File: src/include/shift_defs.svh
`ifndef SHIFT_DEFS_SVH
`define SHIFT_DEFS_SVH

// ~~~~~~~~~~~~~~~~~~~~~~~~~~~~~~~~~~~~~~~~~~~~~~~~~~~~~~~~~~~~~~~~~~~~~~
// Sizes shared by the shift unit.
// ~~~~~~~~~~~~~~~~~~~~~~~~~~~~~~~~~~~~~~~~~~~~~~~~~~~~~~~~~~~~~~~~~~~~~~

`define SHIFT_XLEN   32 // data width, 32 or 64.

`define SHIFT_QDEPTH 4  // request queue entries, must be a power of two.

`endif

File: src/logic/shift_pkg.sv
`include "shift_defs.svh"

package shift_pkg;

    // ~~~~~~~~~~~~~~~~~~~~~~~~~~~~~~~~~~~~~~~~~~~~~~~~~~~~~~~~~~~~~~~~~~~
    // Decoded shift operation.
    // ~~~~~~~~~~~~~~~~~~~~~~~~~~~~~~~~~~~~~~~~~~~~~~~~~~~~~~~~~~~~~~~~~~~
    typedef enum logic [1:0] {
        SHIFT_SLL = 2'b00, // logical left.
        SHIFT_SRL = 2'b01, // logical right.
        SHIFT_SRA = 2'b10  // arithmetic right, sign fill.
    } shift_op_e;

    // ~~~~~~~~~~~~~~~~~~~~~~~~~~~~~~~~~~~~~~~~~~~~~~~~~~~~~~~~~~~~~~~~~~~
    // Major opcodes that can carry a shift.
    // ~~~~~~~~~~~~~~~~~~~~~~~~~~~~~~~~~~~~~~~~~~~~~~~~~~~~~~~~~~~~~~~~~~~
    typedef enum logic [6:0] {
        OPC_OP     = 7'b0110011, // register-register form.
        OPC_OP_IMM = 7'b0010011  // register-immediate form.
    } opcode_e;

endpackage

File: src/logic/shift_req_if.sv
`timescale 1ns/1ps
`include "shift_defs.svh"

interface shift_req_if;
    import shift_pkg::*;

    logic                             valid; // one-cycle strobe or not-empty level.
    shift_op_e                        op;
    logic [`SHIFT_XLEN-1:0]           data;  // operand to be shifted.
    logic [$clog2(`SHIFT_XLEN)-1:0]   shamt;
    logic [4:0]                       rd;

    modport src (
        output valid,
        output op,
        output data,
        output shamt,
        output rd
    );

    modport dst (
        input valid,
        input op,
        input data,
        input shamt,
        input rd
    );

endinterface

File: src/logic/full_barrel_shifter.sv
`timescale 1ns/1ps
`include "shift_defs.svh"

module full_barrel_shifter #(
    parameter int XLEN = `SHIFT_XLEN
) (
    input  logic [XLEN-1:0]         in_data,
    input  logic [$clog2(XLEN)-1:0] shamt,
    input  logic                    left_or_right_shift,    // 1 shifts right.
    input  logic                    arithmetic_right_shift, // 1 fills with the sign.
    output logic [XLEN-1:0]         out_data
);

    localparam int SW = $clog2(XLEN);

    logic [XLEN-1:0] stage [SW+1]; // stage 0 is the input, stage SW the result.
    logic            fill;

    assign stage[0]  = in_data;
    assign out_data  = stage[SW];
    assign fill      = arithmetic_right_shift && in_data[XLEN-1];

    // ~~~~~~~~~~~~~~~~~~~~~~~~~~~~~~~~~~~~~~~~~~~~~~~~~~~~~~~~~~~~~~~~~~~
    // One column of 2-to-1 muxes per shamt bit.
    // ~~~~~~~~~~~~~~~~~~~~~~~~~~~~~~~~~~~~~~~~~~~~~~~~~~~~~~~~~~~~~~~~~~~
    for (genvar i = 0; i < SW; i++) begin : g_stage
        localparam int STEP = 1 << i;

        for (genvar j = 0; j < XLEN; j++) begin : g_bit
            logic lo_bit; // source bit for a left shift.
            logic hi_bit; // source bit for a right shift.
            logic moved;

            if (j >= STEP) begin : g_lo
                assign lo_bit = stage[i][j-STEP];
            end else begin : g_lo_zero
                assign lo_bit = 1'b0;
            end

            if (j + STEP < XLEN) begin : g_hi
                assign hi_bit = stage[i][j+STEP];
            end else begin : g_hi_fill
                assign hi_bit = fill; // top bits of a right shift.
            end

            assign moved          = left_or_right_shift ? hi_bit : lo_bit;
            assign stage[i+1][j]  = shamt[i] ? moved : stage[i][j];
        end
    end

endmodule

File: src/logic/shift_decoder.sv
`timescale 1ns/1ps
`include "shift_defs.svh"

module shift_decoder (
    input  logic                   clk,
    input  logic                   rst,
    input  logic                   instr_valid,
    input  logic [31:0]            instr,
    input  logic [`SHIFT_XLEN-1:0] rs1_data,
    input  logic [`SHIFT_XLEN-1:0] rs2_data,
    shift_req_if.src               req,
    output logic                   illegal
);
    import shift_pkg::*;

    localparam int SW = $clog2(`SHIFT_XLEN);

    opcode_e       opcode;
    logic          is_reg;
    logic          is_imm;
    logic          upper_zero;
    logic          dec_ok;
    shift_op_e     dec_op;
    logic [SW-1:0] dec_shamt;

    // ~~~~~~~~~~~~~~~~~~~~~~~~~~~~~~~~~~~~~~~~~~~~~~~~~~~~~~~~~~~~~~~~~~~
    // Classify the word.
    // ~~~~~~~~~~~~~~~~~~~~~~~~~~~~~~~~~~~~~~~~~~~~~~~~~~~~~~~~~~~~~~~~~~~
    always_comb begin
        opcode     = opcode_e'(instr[6:0]);
        is_reg     = (opcode == OPC_OP);
        is_imm     = (opcode == OPC_OP_IMM);
        upper_zero = is_reg ? (instr[29:25] == '0) : (instr[29:20+SW] == '0); // bit 30 aside.
        dec_shamt  = is_reg ? rs2_data[SW-1:0] : instr[20 +: SW];
        dec_op     = SHIFT_SLL;
        dec_ok     = 1'b0;
        if ((is_reg || is_imm) && !instr[31] && upper_zero) begin
            case (instr[14:12])
                3'b001: begin
                    dec_op = SHIFT_SLL;
                    dec_ok = !instr[30]; // there is no arithmetic left shift.
                end
                3'b101: begin
                    dec_op = instr[30] ? SHIFT_SRA : SHIFT_SRL;
                    dec_ok = 1'b1;
                end
                default: dec_ok = 1'b0;
            endcase
        end
    end

    always_ff @(posedge clk) begin
        if (rst) begin
            req.valid <= 1'b0;
            illegal   <= 1'b0;
        end else begin
            req.valid <= instr_valid && dec_ok;
            illegal   <= instr_valid && !dec_ok; // dropped here, never queued.
        end
    end

    always_ff @(posedge clk) begin
        if (instr_valid) begin
            req.op    <= dec_op;
            req.data  <= rs1_data;
            req.shamt <= dec_shamt;
            req.rd    <= instr[11:7];
        end
    end

endmodule

File: src/logic/shift_queue.sv
`timescale 1ns/1ps
`include "shift_defs.svh"

module shift_queue (
    input  logic     clk,
    input  logic     rst,
    shift_req_if.dst enq,
    shift_req_if.src head,
    input  logic     pop,
    output logic     ready,
    output logic     overflow
);
    import shift_pkg::*;

    localparam int DEPTH = `SHIFT_QDEPTH;
    localparam int AW    = $clog2(DEPTH);
    localparam int SW    = $clog2(`SHIFT_XLEN);

    shift_op_e              op_mem    [DEPTH];
    logic [`SHIFT_XLEN-1:0] data_mem  [DEPTH];
    logic [SW-1:0]          shamt_mem [DEPTH];
    logic [4:0]             rd_mem    [DEPTH];

    logic [AW-1:0] wr_ptr;
    logic [AW-1:0] rd_ptr;
    logic [AW:0]   count;
    logic          full;
    logic          empty;
    logic          do_push;
    logic          do_pop;

    assign empty    = (count == '0);
    assign full     = (count == (AW+1)'(DEPTH));
    assign do_pop   = pop && !empty;
    assign do_push  = enq.valid && (!full || do_pop); // a pop frees the slot first.
    assign ready    = !full;
    assign overflow = enq.valid && full && !do_pop;

    always_ff @(posedge clk) begin
        if (rst) begin
            wr_ptr <= '0;
            rd_ptr <= '0;
            count  <= '0;
        end else begin
            if (do_push) wr_ptr <= wr_ptr + 1'b1; // pointers wrap on their own.
            if (do_pop)  rd_ptr <= rd_ptr + 1'b1;
            case ({do_push, do_pop})
                2'b10:   count <= count + 1'b1;
                2'b01:   count <= count - 1'b1;
                default: count <= count;
            endcase
        end
    end

    always_ff @(posedge clk) begin
        if (do_push) begin
            op_mem[wr_ptr]    <= enq.op;
            data_mem[wr_ptr]  <= enq.data;
            shamt_mem[wr_ptr] <= enq.shamt;
            rd_mem[wr_ptr]    <= enq.rd;
        end
    end

    assign head.valid = !empty; // the oldest entry is always on show.
    assign head.op    = op_mem[rd_ptr];
    assign head.data  = data_mem[rd_ptr];
    assign head.shamt = shamt_mem[rd_ptr];
    assign head.rd    = rd_mem[rd_ptr];

endmodule

File: src/logic/shift_unit_top.sv
`timescale 1ns/1ps
`include "shift_defs.svh"

module shift_unit_top (
    input  logic                   clk,
    input  logic                   rst,
    input  logic                   instr_valid,
    input  logic [31:0]            instr,
    input  logic [`SHIFT_XLEN-1:0] rs1_data,
    input  logic [`SHIFT_XLEN-1:0] rs2_data,
    output logic                   ready,
    output logic                   illegal,
    output logic                   overflow,
    output logic                   result_valid,
    output logic [`SHIFT_XLEN-1:0] result_data,
    output logic [4:0]             result_rd
);

    shift_req_if dec_req ();  // decoder to queue.
    shift_req_if head_req (); // queue head to writeback.

    logic pop;

    shift_decoder u_decoder (
        .clk        (clk),
        .rst        (rst),
        .instr_valid(instr_valid),
        .instr      (instr),
        .rs1_data   (rs1_data),
        .rs2_data   (rs2_data),
        .req        (dec_req.src),
        .illegal    (illegal)
    );

    shift_queue u_queue (
        .clk     (clk),
        .rst     (rst),
        .enq     (dec_req.dst),
        .head    (head_req.src),
        .pop     (pop),
        .ready   (ready),
        .overflow(overflow)
    );

    shift_writeback u_writeback (
        .clk         (clk),
        .rst         (rst),
        .head        (head_req.dst),
        .pop         (pop),
        .result_valid(result_valid),
        .result_data (result_data),
        .result_rd   (result_rd)
    );

endmodule

File: src/logic/shift_writeback.sv
`timescale 1ns/1ps
`include "shift_defs.svh"

module shift_writeback (
    input  logic                   clk,
    input  logic                   rst,
    shift_req_if.dst               head,
    output logic                   pop,
    output logic                   result_valid,
    output logic [`SHIFT_XLEN-1:0] result_data,
    output logic [4:0]             result_rd
);
    import shift_pkg::*;

    logic [`SHIFT_XLEN-1:0] shifted;
    logic                   dir_right;
    logic                   arith;

    assign pop       = head.valid; // one request per cycle, no stall.
    assign dir_right = (head.op != SHIFT_SLL);
    assign arith     = (head.op == SHIFT_SRA);

    full_barrel_shifter #(
        .XLEN(`SHIFT_XLEN)
    ) u_shifter (
        .in_data               (head.data),
        .shamt                 (head.shamt),
        .left_or_right_shift   (dir_right),
        .arithmetic_right_shift(arith),
        .out_data              (shifted)
    );

    // ~~~~~~~~~~~~~~~~~~~~~~~~~~~~~~~~~~~~~~~~~~~~~~~~~~~~~~~~~~~~~~~~~~~
    // Result register.
    // ~~~~~~~~~~~~~~~~~~~~~~~~~~~~~~~~~~~~~~~~~~~~~~~~~~~~~~~~~~~~~~~~~~~
    always_ff @(posedge clk) begin
        if (rst) begin
            result_valid <= 1'b0;
        end else begin
            result_valid <= head.valid;
        end
    end

    always_ff @(posedge clk) begin
        if (head.valid) begin
            result_data <= shifted;
            result_rd   <= head.rd; // travels with its data.
        end
    end

endmodule
File: config.mk
export PLATFORM = sky130hd
export DESIGN_NAME = shift_unit_top
export DESIGN_NICKNAME = d
export VERILOG_FILES = /design/src/logic/shift_pkg.sv /design/src/logic/shift_req_if.sv /design/src/logic/full_barrel_shifter.sv /design/src/logic/shift_decoder.sv /design/src/logic/shift_queue.sv /design/src/logic/shift_unit_top.sv /design/src/logic/shift_writeback.sv
export VERILOG_INCLUDE_DIRS = /design/src /design/src/include
export SDC_FILE = /design/constraint.sdc
export NUM_CORES = 1
export LEC_CHECK = 0
export BUFFER_PORTS_ARGS = -buffer_cell sky130_fd_sc_hd__buf_2
export CAP_MARGIN = 20
export CELL_PAD_IN_SITES_DETAIL_PLACEMENT = 1
export CELL_PAD_IN_SITES_GLOBAL_PLACEMENT = 1
export CORE_MARGIN = 5
export CORE_UTILIZATION = 44
export DETAILED_ROUTE_END_ITERATION = 12
export PLACE_DENSITY = 0.83
export SLEW_MARGIN = 5
export SYNTH_ARGS = -nofsm -noshare
export SYNTH_HDL_FRONTEND = slang
export SYNTH_SLANG_ARGS = --single-unit
export TNS_END_PERCENT = 10
File: constraint.sdc
create_clock -name clk -period 3.25 [get_ports clk]
set_input_delay 0.325 -clock clk [delete_from_list [all_inputs] [get_ports clk]]
set_output_delay 0.325 -clock clk [all_outputs]
set_load 0.01 [all_outputs]
==> results of run 1 <==
-- worst max-delay path, cell delays in order (launching register included) --
cell	delay (ns)
dfxtp_4	0.43
buf_12	0.16
mux4_4	0.79
buf_12	0.21
mux2i_1	0.24
nand2_1	0.13
a31oi_1	0.28
buf_4	0.22
nand2_1	0.10
a311oi_2	0.35
o211ai_1	0.15
-- logic make-up (layout without fill, tap and decap cells) --
group | after synthesis | count (layout)
AO/OA/AOI/OAI | 312 | 312
XOR/XNOR | 5 | 5
adder cells (fa/ha/maj) | 6 | 6
buffers and inverters | 97 | 372
flip-flops | 269 | 269
multiplexers | 107 | 111
other | 1 | 1
AND/OR/NAND/NOR | 268 | 268
-- area by class of cell --
class	count	area, µm²	share of cell area (%)
Sequential cell	269	7963	45.03
Multi-Input combinational cell	703	5799	32.80
Timing Repair Buffer	310	2424	13.71
Clock buffer	38	788.3	4.458
Tap cell	396	495.5	2.802
Clock inverter	14	175.2	0.9907
Inverter	10	37.54	0.2123
-- state kept, by name, indices dropped and copies added, names as in the netlist, named ones only --
| name | cells |
|---|---|
| u_queue.wr_ptr | 2 |
| u_queue.op_mem | 8 |
| u_queue.count | 3 |
| u_queue.shamt_mem | 20 |
| u_decoder.req.valid | 1 |
| u_queue.data_mem | 128 |
| u_queue.rd_ptr | 2 |
| u_decoder.req.rd | 5 |
| u_writeback.result_rd | 5 |
| u_decoder.req.data | 32 |
| u_decoder.req.op | 2 |
| u_queue.rd_mem | 20 |
| u_writeback.result_valid | 1 |
| u_writeback.result_data | 32 |
| u_decoder.req.shamt | 5 |
| u_decoder.illegal | 1 |
-- power breakdown --
group	internal (mW)	total [mW]	switching, mW
Combinational	3.70	9.07	5.37
Sequential	4.33	4.53	0.197
Clock	1.95	3.32	1.38
Total	9.98	16.9	6.94
-- Yosys cell counts, drive strengths merged (12+ instances only) --
cell type	n
a311oi	34
nor2	83
nand2	77
edfxtp	257
o22ai	26
mux4	44
nor3	16
dfxtp	12
or3b	29
mux2	12
mux2i	51
nand3	25
a31oi	26
o211ai	14
a211oi	21
clkbuf	49
a21oi	54
buf	38
o21ai	77
-- final timing paths --
path                                                to                              from  cells after the start
hold reg to reg      u_queue.data_mem[0][13]$_DFFE_PP_  u_decoder.req.data[13]$_DFFE_PP_                      0
hold / removal        u_decoder.req.shamt[2]$_DFFE_PP_                         instr[22]                      2
setup / recovery  u_writeback.result_data[9]$_DFFE_PN_                          register                     10
setup reg to reg  u_writeback.result_data[9]$_DFFE_PN_                          register                     10
-- cell usage in the layout, fill, tap and decap left out, types with 11 or more instances in the layout --
cell,n
buf_4,145
mux4_2,45
a21oi_1,49
o21ai_1,11
o211ai_1,14
buf_2,106
nand2_1,74
nor2_1,77
a31oi_1,17
edfxtp_1,257
o22ai_1,26
dlygate4sd3_1,37
mux2i_1,44
or3b_1,15
o21ai_0,61
nand3_1,24
mux2_2,12
a211oi_1,13
or3b_2,12
buf_12,12
nor3_1,13
a311oi_1,13
clkbuf_16,31
a311oi_2,16
-- stage by stage --
stage	hold slack, ns	cell area, µm²	setup TNS, ns	power [mW]
after detailed placement	0.4868	15460	-1.150	12.25
after global placement	0.4678	15460	-0.3461	12.01
final	0.04647	17680	-0.3269	16.93
after global routing	0.03046	17680	-1.520	17.65
after CTS	0.02797	17070	0	15.89
after floorplan	0.4239	13640	0	9.043
-- what timing repair did --
action / in CTS / in global routing
gates cloned: 4 / 4
endpoints found under the hold margin: 37 / 0
setup buffers: 8 / 14
endpoints found under the setup margin: 30 / 31
resized for setup: 18 / 92
pin swaps: 1 / 30
hold buffers: 37 / 0
-- routing by layer --
metal	share of wire, %	up-vias	track usage [%]
met5	0	-	0
met4	3.9	0	9.123
met3	6.7	156	3.674
met2	50	607	43.24
met1	39	5658	33.68
li1	-	4801	-
==> impl_results.md, run 1 <==
* Area grow syn2layout at 29.60%
* Pre-CTS setup slack at -0.1133 ns
* Seq cells post-synth at roughly 270
* Hold WC Path Type: in -> reg
* Average wire per standard cell at between 20 and 30 µm
* Worst-Margin Slew at 1.108 ns
* Pleak at ~6.2 nW
* Slew headroom at 26.15%
* Synth async-reset ratio at 0%
* Clk sink count at ~270
* Max Cap Viol at 0
* Via count at roughly 11000
* Worst EP arrival at ~3.7 ns
* Floorplan row count at 64
* Cell type with the largest total area after synthesis: edfxtp_1
* Initial antenna violation count at 0
* Final period util at 103.5%
* Area fraction in compound gates after synthesis at around 16%
* Routed Antenna Nets at 0
* Remaining Overflow, GRT at 0
* Starting Density at approximately 45%
* Global-route wire length before repair at 67600 µm
* Starting DRT DRC Count at around 1300
* Vias in the first global route at around 11000
* Synth Flop Type: edfxtp_1
* Clock Skew at approximately 0.016 ns
* Post-layout util at between 50% and 60%
* Final hold vios at 0
* Register area share after synthesis at between 50% and 60%
* Post-Syn Instances at about 1100
* WL final at around 48000 µm
* DP HPWL at between 30000 and 40000 µm
* Failing checks: negative setup slack
* Cell variety after synth at 73
* Largest family of logic cells by synthesized area: compound AO/OA/AOI/OAI gates
* Share of cells above drive strength 1 at between 30% and 40%
* Post-synthesis mux area share at approximately an eighth
* Ports at 140
* DRC at 0
* Nature of the critical path endpoint: register
* Worst-Skew Late Latency at 0.58 ns
* P per Cell Area at between 900 and 1000 nW/µm²
* All-Layer GR Usage at roughly 26%
* Yosys Warn Count at 0
* NumNets Final at approximately 1400
* DR pass1 iterations at 5
* Cts bufs inserted at 28
* Vert. Die Dim at roughly 190 µm
* Largest buffer count on any clock path at 3
* Placed Cells at approximately 1600
* Worst-path clk slew at 0.07 ns
* Adder-Cell Fraction of Synth Area at less than 1%
* Post-synthesis xor/xnor area fraction at 0.3210%
* Die width at 186.1 µm
* Worst vdd ir at a little over 0.6 mV
* Synth Cell Area at between 10000 and 15000 µm²
* CP Launch Type: register
* I/O Buffers at between 100 and 150
* CP Class: reg -> reg
* Status: finished, violations left
* Final instance count without filler cells at ~1700
* RD Place Congestion at 0.9458
* Fillers at roughly 3100
* CTS root buf: clkbuf_16
* Setup WS post-layout at -0.1139 ns
* Number of enable flip-flop cells after synthesis at approximately 260
* Max Freq at between 200 and 300 MHz
* CP Max Fanout at 8
* RSZ-0062 raised after global routing: true
* CP required at 3.54 ns
* Area share of and/or/nand/nor cells after synthesis at about a tenth
* Minimum clock period at between 3 and 4 ns
* Yosys top cell area share at a little under three fifths
* Antenna diode count at 0
* Pin count of the biggest net entering global routing at 46
* Mapped Nets at around 1200
* CTS tree: yes
* Core Region at slightly above 30000 µm²
* Worst R2R Setup Slack at -0.11 ns
* Top cells by area, synth: edfxtp_1 57%, mux4_2 7.3%, mux2i_1 3.7%
* Vias per cell at approximately 6.4
* Final setup vio count at 10
* Mapped Avg Cell Area at 12.81 µm²
* H-tree depth at 1
* Max Transition Viols Final at 0
* Die area at 34630 µm²
(Power assumes the default switching activity.)
==> run 2, diff against run 1 <==
CTS_CLUSTER_DIAMETER = 30   (was default)
REMOVE_ABC_BUFFERS = 1   (was default)
==> run 2 against run 1 <==
Compared with the run above:
- the flow still finishes with violations (negative setup slack)
- non-clock buffer count shrank 16
- count of clock-buffer cells in the layout grew 16
- critical path depth is the same
- clock power grew 56%
- final area grew 2.4%
- wire length grew 11%
- sequential power is essentially flat
- power grew 11%
==> impl_results.md, run 2 (same netlist as run 1, synthesis figures left out) <==
* P per Cell Area at ~1000 nW/µm²
* CP peak stage delay at 0.64 ns
* Max Transition Viols Final at 0
* Largest buffer count on any clock path at 3
* Floorplan row count at 64
* Worst EP arrival at between 3 and 4 ns
* Max Cap Viol at 0
* DR pass1 iterations at 6
* Worst path top cell family by delay: compound AO/OA/AOI/OAI gates
* CP Launch Type: register
* Sequential Power Share at between 20% and 30%
* NetSw at about 7.8 mW
* DRC at 0
* Internal power at 10.99 mW
* Initial antenna violation count at 0
* Crit path cell chain: mux4_2 > buf_12 > or3b_1 > a311oi_2 > buf_4 > nor2_1 > buf_4 > a221oi_2 > a211oi_1 > a21oi_1
* Clk sink count at around 270
* CTS root buf: clkbuf_16
* R2R cell count at 10
* I/O Buffers at 106
* WL final at between 50000 and 60000 µm
* Biggest register: u_queue.data_mem
* Core Region at around 30000 µm²
* All-Layer GR Usage at between 20% and 30%
* Setup WS post-layout at -0.09259 ns
* DP HPWL at about 31000 µm
* Nature of the critical path endpoint: register
* Most frequent cells in the layout: 257 x edfxtp_1, 130 x buf_4, 106 x buf_2
* Finished Cell Area at ~18000 µm²
* Worst-Margin Slew at a little under 0.9 ns
* Vert. Die Dim at roughly 190 µm
* End of the worst register-to-register path: u_writeback.result_data[28]$_DFFE_PN_
* Pin count of the biggest net entering global routing at 52
* Final instance count without filler cells at 1761
* Hold WC Path Type: in -> reg
* Top Registers: u_queue.data_mem (128), u_decoder.req.data (32), u_writeback.result_data (32)
* Status: finished, violations left
* Worst vdd ir at a little over 0.7 mV
* CP max-delay cell: mux4_2
* Worst-Skew Late Latency at ~0.58 ns
* Final setup vio count at 17
* Final hold vios at 0
* Placed standard-cell area at 15470 µm²
* Ports at between 100 and 150
* CP Max Fanout at 25
* Gate power share at 48.1%
* Buffers and inverters on the worst path at 3
* Starting DRT DRC Count at about 1500
* Max reg flops at 128
* Leading cell type in the layout, fill and taps excluded: edfxtp_1
* CP required at roughly 3.6 ns
* Vias in the first global route at about 12000
* Pleak at between 6 and 7 nW
* Post-layout power at 18.75 mW
* Fillers at 3015
* H-tree depth at 2
* Vias per cell at 6.597
* Worst-path clk slew at approximately 0.06 ns
* Failing checks: negative setup slack
* Power share of the clock group at between 20% and 30%
* Share of cells above drive strength 1 at between 30% and 40%
* Setup TNS at -0.6758 ns
* Minimum clock period at 3.343 ns
* Cts bufs inserted at 51
* NumNets Final at 1430
* Average wire per standard cell at about 30 µm
* Worst setup path end: u_writeback.result_data[28]$_DFFE_PN_
* WP depth at 10
* Top cell by count, worst path: buf_4
* Die width at about 190 µm
* CTS tree: yes
* Starting Density at 44.60%
* RSZ-0062 raised after global routing: true
* Sw frac at 41.37%
* Die area at roughly 35000 µm²
* Placed Cells at around 1600
* FF+latch area at between 7000 and 8000 µm²
* Global-route wire length before repair at between 70000 and 80000 µm
* Remaining Overflow, GRT at 0
* Footprint of the multi-input gates at between 5000 and 6000 µm²
* Antenna diode count at 0
* RD Place Congestion at between 0.9 and 1
* Via count at 11620
* Final period util at 102.8%
* Area grow syn2layout at 32.66%
* Worst R2R Setup Slack at -0.09 ns
* Clock Skew at around 0.033 ns
* Routed Antenna Nets at 0
* Slew headroom at about two fifths
* CP Class: reg -> reg
* Max Freq at between 200 and 300 MHz
run 2: cell count changes in the layout (fill, tap and decap cells not counted), moves of 5 or more:
cell        change
inv_6           +6
a211oi_1        +5
clkbuf_8        -5
buf_4          -15
clkinv_4       +10
a211oi_2        -5
clkinvlp_4      +8
clkbuf_16      +22
run 2: worst min path at each step:
stage / startpoint / to / slack [ns] / depth (start not counted)
after floorplan: rst / u_queue.count[2]$_SDFFE_PP0P_ / 0.39 / 1
after global placement: u_decoder.req.data[0]$_DFFE_PP_ / u_queue.data_mem[2][0]$_DFFE_PP_ / 0.47 / 0
after detailed placement: u_decoder.req.data[0]$_DFFE_PP_ / u_queue.data_mem[0][0]$_DFFE_PP_ / 0.48 / 0
after CTS: instr[21] / u_decoder.req.shamt[1]$_DFFE_PP_ / 0.06 / 2
after global routing: instr[22] / u_decoder.req.shamt[2]$_DFFE_PP_ / 0.08 / 2
final: rs2_data[1] / u_decoder.req.shamt[1]$_DFFE_PP_ / 0.07 / 2
run 2: worst register-to-register path, delay by kind of cell (launching register included):
family / cells / cell delay [ns]
muxes: 1 / 0.64
buffers and inverters: 3 / 0.59
DFF: 1 / 0.43
and+or+nand+nor: 2 / 0.52
AOI/OAI and AO/OA: 4 / 0.99
run 2: layout make-up:
class	count	area share (%)
Sequential cell	269	44.00
Multi-Input combinational cell	699	31.48
Timing Repair Buffer	294	12.33
Clock buffer	54	7.231
Tap cell	396	2.738
Clock inverter	39	2.026
Inverter	10	0.2074
run 2: layer usage:
metal	global-route usage, %	vias up	share of wire, %
li1	-	4796	-
met1	36.91	5775	37
met2	48.82	837	49
met3	5.022	209	8.4
met4	11.08	0	4.8
met5	0	-	0
run 2: through the flow:
stage                     setup WS [ns]  hold slack (ns)  util (%)
after detailed placement        -0.1240           0.4785     50.56
after floorplan                  -2.346           0.3941         -
after global placement         -0.04318           0.4703     50.56
after global routing            -0.1499          0.07955     59.17
after CTS                      -0.03610          0.05914     57.38
final                          -0.09259          0.07291     59.17
run 2: what timing repair did:
action                                 in CTS  in global routing
setup endpoints to repair                  26                 32
pin swaps                                   0                 15
hold buffers                               37                  0
buffers inserted                            0                  4
endpoints found under the hold margin      37                  0
resized for setup                          12                 92
cloned                                      0                  1
run 2: power by group through the flow:
stage	sequential (mW)	clock, mW	combinational, mW
after floorplan	4.79	0	4.03
after global placement	4.54	0	7.43
after detailed placement	4.60	0	7.67
after CTS	4.55	5.16	7.96
after global routing	4.58	5.42	9.39
final	4.55	5.18	9.02
==> run 3, diff against run 2 <==
--- a/config.mk
+++ b/config.mk
@@ -9,3 +9,3 @@
 export BUFFER_PORTS_ARGS = -buffer_cell sky130_fd_sc_hd__buf_2
-export CAP_MARGIN = 20
+export CAP_MARGIN = 5
 export CELL_PAD_IN_SITES_DETAIL_PLACEMENT = 1
@@ -18,2 +18,3 @@
 export REMOVE_ABC_BUFFERS = 1
+export SKIP_LAST_GASP = 1
 export SLEW_MARGIN = 5
--- a/constraint.sdc
+++ b/constraint.sdc
@@ -3,2 +3,2 @@
 set_output_delay 0.325 -clock clk [all_outputs]
-set_load 0.01 [all_outputs]
+set_load 0.005 [all_outputs]
==> run 3 against run 2 <==
Compared with the run above:
- the flow still finishes with violations (negative setup slack)
- power shrank 1.3%
- flip-flop and latch count did not move
- count of clock-buffer cells in the layout is the same
==> impl_results.md, run 3 (same netlist as run 1, synthesis figures left out) <==
* Post-layout power at 18.51 mW
* Leading cell type in the layout, fill and taps excluded: edfxtp_1
* Cts bufs inserted at 51
* Die area at ~35000 µm²
* Global-route wire length before repair at 74250 µm
* Largest buffer count on any clock path at 3
* Clock Skew at about 0.02 ns
* Routed Antenna Nets at 0
* CTS root buf: clkbuf_16
* All-Layer GR Usage at 28.19%
* Worst-path clk slew at around 0.06 ns
* Die width at around 190 µm
* Average wire per standard cell at approximately 30 µm
* RSZ-0062 raised after global routing: true
* Hold WC Path Type: in -> reg
* GR Layer Usage met3 at between 5 and 6%
* Floorplan row count at 64
* Vert. Die Dim at about 190 µm
* Worst vdd ir at between 0.8 and 0.9 mV
* Worst-Skew Late Latency at 0.58 ns
* GR Util met2 at a little under half
* Share of cells above drive strength 1 at between 30% and 40%
* DRC at 0
* Setup TNS at -1.440 ns
* H-tree depth at 2
* Most frequent cells in the layout: 257 x edfxtp_1, 134 x buf_4, 106 x buf_2
* P per Cell Area at 1032 nW/µm²
* Final setup vio count at 20
* Worst R2R Setup Slack at -0.18 ns
* Clk sink count at 269
* Finished Cell Area at ~18000 µm²
* Pleak at between 6 and 7 nW
* Min-delay src: instr[30]
* Max reg flops at between 100 and 150
* Vias in the first global route at approximately 12000
* Slew headroom at ~20%
* Hold_ws at 0.08054 ns
* Core Region at between 30000 and 40000 µm²
* Met1 Usage GRT at a little over a third
* Top Registers: u_queue.data_mem (128), u_decoder.req.data (32), u_writeback.result_data (32)
* I/O Buffers at about 110
* Worst EP arrival at about 3.7 ns
* Starting Density at between 40% and 50%
* Initial antenna violation count at 0
* Pin count of the biggest net entering global routing at 52
* Max Freq at between 200 and 300 MHz
* Max Cap Viol at 0
* DR pass1 iterations at 7
* Starting DRT DRC Count at between 1500 and 2000
* CTS tree: yes
* Final period util at 105.4%
* Minimum clock period at between 3 and 4 ns
* CP Launch Type: register
* Placed standard-cell area at 15470 µm²
* RD Place Congestion at 0.9487
* Nature of the critical path endpoint: register
* Failing checks: negative setup slack
* CP Max Fanout at 11
* DP HPWL at just over 30000 µm
* Max Transition Viols Final at 0
* Status: finished, violations left
* Antenna diode count at 0
* Via count at 11660
* Final hold vios at 0
* NumNets Final at about 1400
* Ports at 140
* Vias per cell at 6.618
* Busiest grt layer: met2
* Setup WS post-layout at -0.1757 ns
* CP Class: reg -> reg
* Area grow syn2layout at 31.42%
* Remaining Overflow, GRT at 0
* Worst-Margin Slew at approximately 1.2 ns
* Biggest register: u_queue.data_mem
* WL final at roughly 54000 µm
* CP required at about 3.5 ns
-- run 3: layout make-up --
class | instances | area, µm²
clock buffers | 54 | 1309
clock inverters | 39 | 366.6
fillers | 3046 | 12660
inverters | 10 | 37.54
multi-input cells | 699 | 5559
flip-flops and latches | 269 | 7963
well taps | 396 | 495.5
repair buffers | 294 | 2200
-- run 3: worst paths after layout --
| kind | to | cells after the start |
|---|---|---|
| max | u_writeback.result_data[2]$_DFFE_PN_ | 11 |
| min reg2reg | u_queue.data_mem[0][9]$_DFFE_PP_ | 0 |
| max reg2reg | u_writeback.result_data[2]$_DFFE_PN_ | 11 |
| min | u_decoder.req.op[0]$_SDFFCE_PN0P_ | 2 |
-- run 3: power breakdown --
part | internal, mW | switching [mW] | leakage [nW]
logic | 3.43 | 5.32 | 3.09
clock network | 3.14 | 2.06 | 0.801
registers | 4.34 | 0.218 | 2.47
-- run 3: through the flow --
stage / std cells / utilization [%] / setup WS, ns
after floorplan: 978 / - / -2.346
final: 1761 / 58.61 / -0.1757
after global placement: 1625 / 50.56 / -0.04318
after detailed placement: 1625 / 50.56 / -0.1240
after global routing: 1761 / 58.61 / -0.1556
after CTS: 1755 / 57.31 / -0.1260
-- run 3: what timing repair did --
action                                  in CTS  in global routing
setup buffers                                0                  4
endpoints found under the hold margin       37                  0
pin swaps                                    0                  8
endpoints found under the setup margin      26                 32
gates cloned                                 0                  2
gates resized for setup                      4                 66
hold buffers                                37                  0
-- run 3: critical path, cell delays in order, from the launching register on --
cell and delay [ns]:
dfxtp_4 0.42, mux4_4 0.71, buf_6 0.19, buf_4 0.21, nor2_2 0.22, o21ai_0 0.22
a31oi_1 0.31, buf_4 0.23, o32ai_1 0.10, a311oi_1 0.27, buf_4 0.17, o21ai_0 0.08
-- run 3: layer usage --
| layer | part of all wire [%] | vias up | wire, µm |
|---|---|---|---|
| met3 | 8.4 | 200 | 4494 |
| li1 | - | 4793 | - |
| met4 | 4.9 | 0 | 2611 |
| met1 | 38 | 5817 | 20140 |
| met2 | 49 | 845 | 26420 |
| met5 | 0 | - | 0 |
